$ cat config.mk
export PLATFORM = sky130hd
export DESIGN_NAME = llc_lookup_top
export DESIGN_NICKNAME = d
export VERILOG_FILES = /design/src/source/llc_pkg.sv /design/src/source/llc_lookup_top.sv /design/src/source/llc_tag_store.sv /design/src/source/llc_wb_regs.sv /design/src/source/lookup_way.sv /design/src/source/tag_match.sv /design/src/source/victim_scan.sv
export SDC_FILE = /design/constraint.sdc
export NUM_CORES = 2
export LEC_CHECK = 0
export ABC_CLOCK_PERIOD_IN_PS = 4750
export BUFFER_PORTS_ARGS = -buffer_cell sky130_fd_sc_hd__buf_2
export CAP_MARGIN = 20
export CELL_PAD_IN_SITES_DETAIL_PLACEMENT = 2
export CELL_PAD_IN_SITES_GLOBAL_PLACEMENT = 2
export CORE_MARGIN = 10
export CORE_UTILIZATION = 55
export CTS_CLUSTER_SIZE = 16
export DETAILED_ROUTE_END_ITERATION = 12
export GPL_ROUTABILITY_DRIVEN = 0
export PLACE_DENSITY_LB_ADDON = 0.1
export SYNTH_ARGS = -nofsm -noshare
export SYNTH_HDL_FRONTEND = slang
export SYNTH_SLANG_ARGS = --single-unit
$ cat constraint.sdc
create_clock -name clk -period 4.75 [get_ports clk]
set_input_delay 0.475 -clock clk [delete_from_list [all_inputs] [get_ports clk]]
set_output_delay 0.475 -clock clk [all_outputs]
set_load 0.02 [all_outputs]
$ cat src/source/llc_pkg.sv
package llc_pkg;

    // Coherence state of a line.
    typedef enum logic [1:0] {
        INVALID = 2'd0,
        VALID   = 2'd1,
        SHARED  = 2'd2,
        SD      = 2'd3   // Shared-dirty.
    } llc_state_t;

    localparam int TAG_BITS = 20;

    typedef logic [TAG_BITS-1:0] llc_tag_t;

    typedef struct packed {
        llc_state_t state;
        llc_tag_t   tag;
    } llc_entry_t;

    // Entry view of the bus word.
    typedef struct packed {
        logic [31-TAG_BITS-2:0] pad;
        llc_state_t             state;
        llc_tag_t               tag;
    } llc_wb_entry_t;

    // Result view of the bus word.
    typedef struct packed {
        logic [21:0] pad;
        logic        hit;
        logic        evict;
        logic [7:0]  way;
    } llc_wb_result_t;

    typedef union packed {
        llc_wb_entry_t  entry;
        llc_wb_result_t result;
    } llc_wb_word_u;

    // Register indices, adr[3:2].
    localparam logic [1:0] REG_SELECT = 2'd0;
    localparam logic [1:0] REG_ENTRY  = 2'd1;
    localparam logic [1:0] REG_LOOKUP = 2'd2;
    localparam logic [1:0] REG_RESULT = 2'd3;

endpackage

$ cat src/source/llc_lookup_top.sv
module llc_lookup_top #(
    parameter int WAYS = 8,
    parameter int SETS = 16
) (
    input  logic        clk,
    input  logic        rst,
    input  logic        cyc,
    input  logic        stb,
    input  logic        we,
    input  logic [31:0] adr,
    input  logic [31:0] dat_w,
    input  logic [3:0]  sel,
    output logic [31:0] dat_r,
    output logic        ack
);
    import llc_pkg::*;

    localparam int WAY_BITS = $clog2(WAYS);
    localparam int SET_BITS = $clog2(SETS);

    logic                   wr_en;
    logic [SET_BITS-1:0]    wr_set;
    logic [WAY_BITS-1:0]    wr_way;
    llc_entry_t             wr_entry;
    logic [SET_BITS-1:0]    rd_set;
    logic                   lookup_req;
    llc_tag_t               tag;
    logic                   advance;
    llc_entry_t [WAYS-1:0]  set_entries;
    logic [WAY_BITS-1:0]    evict_ptr;
    logic                   hit_found, empty_found, valid_found, not_sd_found;
    logic [WAY_BITS-1:0]    hit_way, empty_way, valid_way, not_sd_way;
    logic [WAY_BITS-1:0]    way;
    logic                   evict;
    logic                   hit;

    llc_wb_regs #(.WAYS(WAYS), .SETS(SETS)) regs0 (
        .clk(clk), .rst(rst), .cyc(cyc), .stb(stb), .we(we), .adr(adr),
        .dat_w(dat_w), .sel(sel), .dat_r(dat_r), .ack(ack),
        .wr_en(wr_en), .wr_set(wr_set), .wr_way(wr_way), .wr_entry(wr_entry),
        .rd_set(rd_set), .lookup_req(lookup_req), .tag(tag), .advance(advance),
        .set_entries(set_entries), .way(way), .evict(evict), .hit(hit)
    );

    llc_tag_store #(.WAYS(WAYS), .SETS(SETS)) store0 (
        .clk(clk), .rst(rst), .wr_en(wr_en), .wr_set(wr_set), .wr_way(wr_way),
        .wr_entry(wr_entry), .rd_set(rd_set), .set_entries(set_entries),
        .evict_ptr(evict_ptr), .advance(advance), .advance_way(way)
    );

    // Hit and empty search runs beside the victim scan.
    tag_match #(.WAYS(WAYS)) match0 (
        .tag(tag), .set_entries(set_entries),
        .hit_found(hit_found), .hit_way(hit_way),
        .empty_found(empty_found), .empty_way(empty_way)
    );

    victim_scan #(.WAYS(WAYS)) scan0 (
        .set_entries(set_entries), .evict_ptr(evict_ptr),
        .valid_found(valid_found), .valid_way(valid_way),
        .not_sd_found(not_sd_found), .not_sd_way(not_sd_way)
    );

    lookup_way #(.WAYS(WAYS)) pick0 (
        .clk(clk), .rst(rst), .lookup_en(lookup_req), .evict_ptr(evict_ptr),
        .hit_found(hit_found), .hit_way(hit_way),
        .empty_found(empty_found), .empty_way(empty_way),
        .valid_found(valid_found), .valid_way(valid_way),
        .not_sd_found(not_sd_found), .not_sd_way(not_sd_way),
        .way(way), .evict(evict), .hit(hit)
    );

endmodule

$ cat src/source/llc_tag_store.sv
module llc_tag_store #(
    parameter int WAYS = 8,
    parameter int SETS = 16
) (
    input  logic                           clk,
    input  logic                           rst,
    input  logic                           wr_en,
    input  logic [$clog2(SETS)-1:0]        wr_set,
    input  logic [$clog2(WAYS)-1:0]        wr_way,
    input  llc_pkg::llc_entry_t            wr_entry,
    input  logic [$clog2(SETS)-1:0]        rd_set,
    output llc_pkg::llc_entry_t [WAYS-1:0] set_entries,
    output logic [$clog2(WAYS)-1:0]        evict_ptr,
    input  logic                           advance,
    input  logic [$clog2(WAYS)-1:0]        advance_way
);
    import llc_pkg::*;

    localparam int WAY_BITS = $clog2(WAYS);
    localparam int SET_BITS = $clog2(SETS);

    llc_tag_t   [WAYS-1:0] tag_mem [SETS];
    llc_state_t [WAYS-1:0] state_q [SETS];
    logic [WAY_BITS-1:0]   ptr_q [SETS];
    logic [SET_BITS-1:0]   rd_set_q;   // Set held in set_entries.

    always_ff @(posedge clk) begin
        if (wr_en) begin
            tag_mem[wr_set][wr_way] <= wr_entry.tag;
        end
    end

    // States must come up INVALID, pointers at way 0.
    always_ff @(posedge clk or negedge rst) begin
        if (!rst) begin
            for (int s = 0; s < SETS; s++) begin
                for (int w = 0; w < WAYS; w++) begin
                    state_q[s][w] <= INVALID;
                end
                ptr_q[s] <= '0;
            end
            rd_set_q <= '0;
        end else begin
            if (wr_en) begin
                state_q[wr_set][wr_way] <= wr_entry.state;
            end
            if (advance) begin
                ptr_q[rd_set_q] <= advance_way + 1'b1;   // Wraps, WAYS is a power of two.
            end
            rd_set_q <= rd_set;
        end
    end

    // Whole set word, refreshed every cycle.
    always_ff @(posedge clk) begin
        for (int w = 0; w < WAYS; w++) begin
            set_entries[w].state <= state_q[rd_set][w];
            set_entries[w].tag   <= tag_mem[rd_set][w];
        end
        evict_ptr <= ptr_q[rd_set];
    end

endmodule

$ cat src/source/llc_wb_regs.sv
module llc_wb_regs #(
    parameter int WAYS = 8,
    parameter int SETS = 16
) (
    input  logic                           clk,
    input  logic                           rst,
    input  logic                           cyc,
    input  logic                           stb,
    input  logic                           we,
    input  logic [31:0]                    adr,
    input  logic [31:0]                    dat_w,
    input  logic [3:0]                     sel,
    output logic [31:0]                    dat_r,
    output logic                           ack,
    output logic                           wr_en,
    output logic [$clog2(SETS)-1:0]        wr_set,
    output logic [$clog2(WAYS)-1:0]        wr_way,
    output llc_pkg::llc_entry_t            wr_entry,
    output logic [$clog2(SETS)-1:0]        rd_set,
    output logic                           lookup_req,
    output llc_pkg::llc_tag_t              tag,
    output logic                           advance,
    input  llc_pkg::llc_entry_t [WAYS-1:0] set_entries,
    input  logic [$clog2(WAYS)-1:0]        way,
    input  logic                           evict,
    input  logic                           hit
);
    import llc_pkg::*;

    localparam int WAY_BITS = $clog2(WAYS);
    localparam int SET_BITS = $clog2(SETS);

    logic [SET_BITS-1:0] sel_set_q;
    logic [WAY_BITS-1:0] sel_way_q;
    logic [1:0]          reg_q;          // Register of the access being acked.
    logic                lookup_done_q;
    logic                req;
    logic                is_lookup;
    llc_wb_word_u        wr_word;
    llc_wb_word_u        rd_word;

    // New access; blocked while a lookup is in flight.
    assign req       = cyc && stb && !ack && !lookup_req;
    assign is_lookup = we && adr[3:2] == REG_LOOKUP;
    assign wr_word   = dat_w;

    assign wr_en          = req && we && adr[3:2] == REG_ENTRY && sel == 4'hf;
    assign wr_set         = sel_set_q;
    assign wr_way         = sel_way_q;
    assign rd_set         = sel_set_q;
    assign wr_entry.state = wr_word.entry.state;
    assign wr_entry.tag   = wr_word.entry.tag;
    assign advance        = lookup_done_q && evict;

    always_ff @(posedge clk or negedge rst) begin
        if (!rst) begin
            ack           <= 1'b0;
            lookup_req    <= 1'b0;
            lookup_done_q <= 1'b0;
            sel_set_q     <= '0;
            sel_way_q     <= '0;
            reg_q         <= REG_SELECT;
        end else begin
            ack           <= (req && !is_lookup) || lookup_req;   // Lookups ack a cycle later.
            lookup_req    <= req && is_lookup;
            lookup_done_q <= lookup_req;
            if (req) begin
                reg_q <= adr[3:2];
            end
            if (req && we && adr[3:2] == REG_SELECT) begin
                sel_set_q <= dat_w[8 +: SET_BITS];
                sel_way_q <= dat_w[WAY_BITS-1:0];
            end
        end
    end

    always_ff @(posedge clk) begin
        if (req && is_lookup) begin
            tag <= wr_word.entry.tag;   // Low bits of dat_w.
        end
    end

    always_comb begin
        rd_word = '0;
        case (reg_q)
            REG_SELECT: begin
                rd_word = {16'd0, 8'(sel_set_q), 8'(sel_way_q)};
            end
            REG_ENTRY: begin
                rd_word.entry.state = set_entries[sel_way_q].state;
                rd_word.entry.tag   = set_entries[sel_way_q].tag;
            end
            REG_RESULT: begin
                rd_word.result.hit   = hit;
                rd_word.result.evict = evict;
                rd_word.result.way   = 8'(way);
            end
            default: rd_word = '0;
        endcase
    end

    assign dat_r = rd_word;

endmodule

$ cat src/source/lookup_way.sv
module lookup_way #(
    parameter int WAYS = 8
) (
    input  logic                    clk,
    input  logic                    rst,
    input  logic                    lookup_en,
    input  logic [$clog2(WAYS)-1:0] evict_ptr,
    input  logic                    hit_found,
    input  logic [$clog2(WAYS)-1:0] hit_way,
    input  logic                    empty_found,
    input  logic [$clog2(WAYS)-1:0] empty_way,
    input  logic                    valid_found,
    input  logic [$clog2(WAYS)-1:0] valid_way,
    input  logic                    not_sd_found,
    input  logic [$clog2(WAYS)-1:0] not_sd_way,
    output logic [$clog2(WAYS)-1:0] way,
    output logic                    evict,
    output logic                    hit
);
    localparam int WAY_BITS = $clog2(WAYS);

    logic [WAY_BITS-1:0] way_next;
    logic                evict_next;

    always_comb begin
        evict_next = 1'b1;
        if (hit_found) begin
            way_next   = hit_way;
            evict_next = 1'b0;
        end else if (empty_found) begin
            way_next   = empty_way;
            evict_next = 1'b0;
        end else if (valid_found) begin
            way_next = valid_way;
        end else if (not_sd_found) begin
            way_next = not_sd_way;
        end else begin
            way_next = evict_ptr;   // Every way is SD.
        end
    end

    always_ff @(posedge clk or negedge rst) begin
        if (!rst) begin
            way   <= '0;
            evict <= 1'b0;
            hit   <= 1'b0;
        end else if (lookup_en) begin
            way   <= way_next;
            evict <= evict_next;
            hit   <= hit_found;
        end
    end

endmodule

$ cat src/source/tag_match.sv
module tag_match #(
    parameter int WAYS = 8
) (
    input  llc_pkg::llc_tag_t              tag,
    input  llc_pkg::llc_entry_t [WAYS-1:0] set_entries,
    output logic                           hit_found,
    output logic [$clog2(WAYS)-1:0]        hit_way,
    output logic                           empty_found,
    output logic [$clog2(WAYS)-1:0]        empty_way
);
    import llc_pkg::*;

    localparam int WAY_BITS = $clog2(WAYS);

    logic [WAYS-1:0] hit_vec;
    logic [WAYS-1:0] empty_vec;

    // Lowest set bit wins.
    function automatic logic [WAY_BITS-1:0] lowest_way(input logic [WAYS-1:0] vec);
        logic [WAY_BITS-1:0] idx;
        idx = '0;
        for (int i = WAYS - 1; i >= 0; i--) begin
            if (vec[i]) begin
                idx = WAY_BITS'(i);
            end
        end
        return idx;
    endfunction

    always_comb begin
        for (int i = 0; i < WAYS; i++) begin
            hit_vec[i]   = set_entries[i].state != INVALID && set_entries[i].tag == tag;
            empty_vec[i] = set_entries[i].state == INVALID;
        end
    end

    assign hit_found   = |hit_vec;
    assign hit_way     = lowest_way(hit_vec);
    assign empty_found = |empty_vec;
    assign empty_way   = lowest_way(empty_vec);

endmodule

$ cat src/source/victim_scan.sv
module victim_scan #(
    parameter int WAYS = 8
) (
    input  llc_pkg::llc_entry_t [WAYS-1:0] set_entries,
    input  logic [$clog2(WAYS)-1:0]        evict_ptr,
    output logic                           valid_found,
    output logic [$clog2(WAYS)-1:0]        valid_way,
    output logic                           not_sd_found,
    output logic [$clog2(WAYS)-1:0]        not_sd_way
);
    import llc_pkg::*;

    localparam int WAY_BITS = $clog2(WAYS);

    // Walks the offsets backwards so the one nearest the pointer is kept.
    always_comb begin
        logic [WAY_BITS-1:0] idx;
        idx          = '0;
        valid_found  = 1'b0;
        valid_way    = '0;
        not_sd_found = 1'b0;
        not_sd_way   = '0;
        for (int i = WAYS - 1; i >= 0; i--) begin
            idx = evict_ptr + WAY_BITS'(i);   // Modulo WAYS.
            if (set_entries[idx].state == VALID) begin
                valid_found = 1'b1;
                valid_way   = idx;
            end
            if (set_entries[idx].state != SD) begin
                not_sd_found = 1'b1;
                not_sd_way   = idx;
            end
        end
    end

endmodule

==> results of run 1 <==
==> metrics by stage <==
stage	std cells	area [um2]	hold WS, ns	setup WS, ns
after global placement	8483	126100	0.4576	0.5670
after floorplan	5571	120200	0.1794	1.469
==> cell families after synthesis <==
| logic type | Yosys count | synth area share, % |
|---|---|---|
| flip-flops | 3084 | 74.21 |
| multiplexers | 1213 | 19.90 |
| AND/OR/NAND/NOR | 542 | 2.218 |
| buffers and inverters | 329 | 1.112 |
| AO/OA/AOI/OAI | 225 | 1.318 |
| XOR/XNOR | 165 | 1.209 |
| adder cells (fa/ha/maj) | 3 | 0.03124 |
| other | 1 | 0.003120 |
==> results.ini, run 1 <==
[run_status]
status=stopped before the end
stop_stage=detailed placement (3_5_place_dp)
error=[ERROR DPL-0033] detailed placement checks failed during check placement.

[synthesis]
syn-cell-area_um2=120200
synth.most_common_cell=edfxtp_1
async_reset_ff_share_pct=10.54
syn_area_per_cell_um2=21.61
synth.distinct_cells=84
ys_seq_area_share_pct=74.21
synthFlopType=edfxtp_1
ys_warn_count=0
synth_top_cell_by_area=edfxtp_1
synthTopCellsByArea=edfxtp_1, mux4_2, dfrtp_1
synthTopCellsByCount=edfxtp_1, mux4_2, dfrtp_1
synth-seq-cells=3084
synth_cells=5562
synth_top_cell_area_share_pct=64.46
synth-edff-count=2580

[place]
hpwlAfterDp_um=272300
io_buffers=55

[floorplan]
fp.dieW_um=487.5
io_pins=106
floorplan.initialDensity_pct=55.34
rows=171
die_y_um=487.5

==> run 2, diff against run 1 <==
--- a/config.mk
+++ b/config.mk
@@ -8,14 +8,11 @@
 export ABC_CLOCK_PERIOD_IN_PS = 4750
 export BUFFER_PORTS_ARGS = -buffer_cell sky130_fd_sc_hd__buf_2
 export CAP_MARGIN = 20
-export CELL_PAD_IN_SITES_DETAIL_PLACEMENT = 2
-export CELL_PAD_IN_SITES_GLOBAL_PLACEMENT = 2
 export CORE_MARGIN = 10
-export CORE_UTILIZATION = 55
-export CTS_CLUSTER_SIZE = 16
+export CORE_UTILIZATION = 40
 export DETAILED_ROUTE_END_ITERATION = 12
 export GPL_ROUTABILITY_DRIVEN = 0
-export PLACE_DENSITY_LB_ADDON = 0.1
+export PLACE_DENSITY_LB_ADDON = 0.15
 export SYNTH_ARGS = -nofsm -noshare
 export SYNTH_HDL_FRONTEND = slang
 export SYNTH_SLANG_ARGS = --single-unit
==> run 2 against run 1 <==
Compared with the run above:
- the run now ends clean
- synthesized cell count did not move
- area after synthesis did not move
==> results.ini, run 2 <==
[route]
vias=58820
ant_nets=0
via_per_inst=5.759
wirelength_um=339700
drc=0
dr.pass1.iters=6
wl_per_cell_um=33.26
drt_iter0_markers=6372

[hold_path]
hp-class=in2reg
holdPathStages=1

[layout]
largest_register=store0.tag_mem
fin_nets=6040
areaGrowthSynthToFinish_pct=15.87
top_regs=store0.tag_mem x2560, store0.state_q x256, store0.set_entries x176
multi_input_area_um2=30480
largest_register_ffs=2560
mostFrequentLayoutCell=edfxtp_1
regArea_um2=89210
drive_gt1_share_pct=35.27
final_cell_mix=edfxtp_1, mux4_2, clkbuf_16
fillers=24860

[floorplan]
fp.dieW_um=568.1
die-area_um2=322800
core-area_um2=299500
floorplan.initialDensity_pct=40.12
rows=201
die_y_um=568.1
io_pins=106

[cts]
clock-sinks=3084
htreeDepth=5
ctsLongestPathBuffers=4
clockRootBuffer=clkbuf_16
clk_latency_ns=0.91
clk_pin_slew_worst_paths_ns=0.06
cts_inserted_buffers=331
postCtsSetupBuffers=0
cts_tree=done

[worst_setup_path]
r2r-start=regs0.rd_set[2]
end_kind=output pin
reg2reg_depth=5
arrival_ns=4.18
r2r_setup_slack_ns=0.97
path_class=reg2out
worstSetupStartpoint=regs0.wr_way[2]
endpoint=dat_r[5]
worstPathRequired_ns=4.28
cp-start-kind=flip-flop
path_max_fanout=23
worst_r2r_endpoint=store0.tag_mem[6][54]

[global_routing]
grt-ovfl-total=0
grt_pass1_vias=61490
grt_pass1_wl_um=480300
antenna_found_initial=17
grt_max_degree=138
grt.total_usage_pct=20.65

[synthesis]
synth_top_cell_area_share_pct=64.46
synthFlopType=edfxtp_1
ys_warn_count=0
synth-seq-cells=3084
synthTopCellsByArea=edfxtp_1, mux4_2, dfrtp_1
synth.most_common_cell=edfxtp_1
synth_top_cell_by_area=edfxtp_1
synth-edff-count=2580
synth.distinct_cells=84
synthTopCellsByCount=edfxtp_1, mux4_2, dfrtp_1
synth_cells=5562
ys_seq_area_share_pct=74.21
async_reset_ff_share_pct=10.54
syn_area_per_cell_um2=21.61
syn-cell-area_um2=120200

[timing]
min_period_over_period_pct=97.90
rsz0062_at_grt=false
drv_slew=0
hold_viol_final=0
relSlewSlack_pct=19.36
worst_pin_slew_ns=1.210
setup-tns-final_ns=0
max_freq_mhz=215.1
timing.hold.ws_ns=0.07654
finalCriticalPeriod_ns=4.650
setup_violations=0
finClkSkew_ns=0.04581

[pwr]
p_per_area_nw_per_um2=489.3
ir_worst_vdd_uv=294.0
leakage_nw=45.42

[run_status]
status=finished clean

[place]
io_buffers=55
hpwlAfterDp_um=207900

[flow_run]
drv_cap=0

==> run 2: worst min path at each step <==
stage / startpoint / end / slack [ns]
6_report: dat_w[4] / store0.tag_mem[0][4] / 0.08
3_3_place_gp: store0.ptr_q[3] / store0.ptr_q[3] / 0.46
3_5_place_dp: rst / store0.state_q[152] / 0.47
5_1_grt: dat_w[4] / store0.tag_mem[0][4] / 0.04
2_1_floorplan: rst / pick0.evict / 0.18
4_1_cts: dat_w[4] / store0.tag_mem[0][4] / 0.01
==> run 2: power breakdown <==
| part | total (mW) | internal [mW] | switching (mW) | leakage (nW) |
|---|---|---|---|---|
| Clock | 26.2 | 15.4 | 10.8 | 5.40 |
| Sequential | 32.1 | 30.1 | 2.03 | 29.2 |
| Combinational | 9.84 | 4.41 | 5.43 | 10.8 |
| Total | 68.1 | 49.9 | 18.2 | 45.4 |
==> run 2: critical path, cell delays in order (launching register included) <==
cell     delay (ns)
dfrtp_1        0.77
nand2_1        0.14
nor2_2         0.86
a22oi_1        0.29
a41oi_1        0.85
buf_2          0.32
==> run 2: routing by layer <==
| layer | wire length, um | vias to the layer above | global-route usage (%) |
|---|---|---|---|
| li1 | - | 24040 | - |
| met5 | 0 | - | 0 |
| met4 | 13070 | 0 | 6.776 |
| met3 | 18530 | 565 | 3.037 |
| met2 | 163900 | 1965 | 33.65 |
| met1 | 144100 | 32250 | 28.72 |
==> run 2: layout make-up <==
type / instances / share of cell area (%)
sequential: 3084 / 64.06
multi-input combinational: 2158 / 21.89
clock buffer: 452 / 6.528
tap: 3958 / 3.556
timing repair buffer: 380 / 2.517
clock inverter: 163 / 1.412
inverter: 9 / 0.02426
antenna: 8 / 0.01438
==> run 2: timing repair <==
action                                  4_1_cts  5_1_grt
hold endpoints to repair                    137        0
gates resized for setup                       1        1
hold buffers                                 10        0
endpoints found under the setup margin        1        1
pin swaps                                     0        0
==> run 2: through the flow <==
stage	instance area [um2]	std cells	setup slack, ns	power [mW]	utilization (%)
after floorplan	120200	5571	1.469	37.62	-
after global placement	128000	9577	0.6760	42.60	42.74
after global routing	139200	10210	0.08525	70.29	46.49
final	139300	10210	0.09998	68.14	46.49
after CTS	139200	10200	0.03912	68.80	46.47
after detailed placement	128000	9578	0.7172	42.57	42.75
==> run 2: cells by family after synthesis <==
kind of cell	Yosys count	share of synthesized area, %
XOR/XNOR	165	1.209
adder cells (fa/ha/maj)	3	0.03124
AO/OA/AOI/OAI	225	1.318
AND/OR/NAND/NOR	542	2.218
flip-flops	3084	74.21
buffers and inverters	329	1.112
other	1	0.003120
multiplexers	1213	19.90
(Power assumes the default switching activity.)
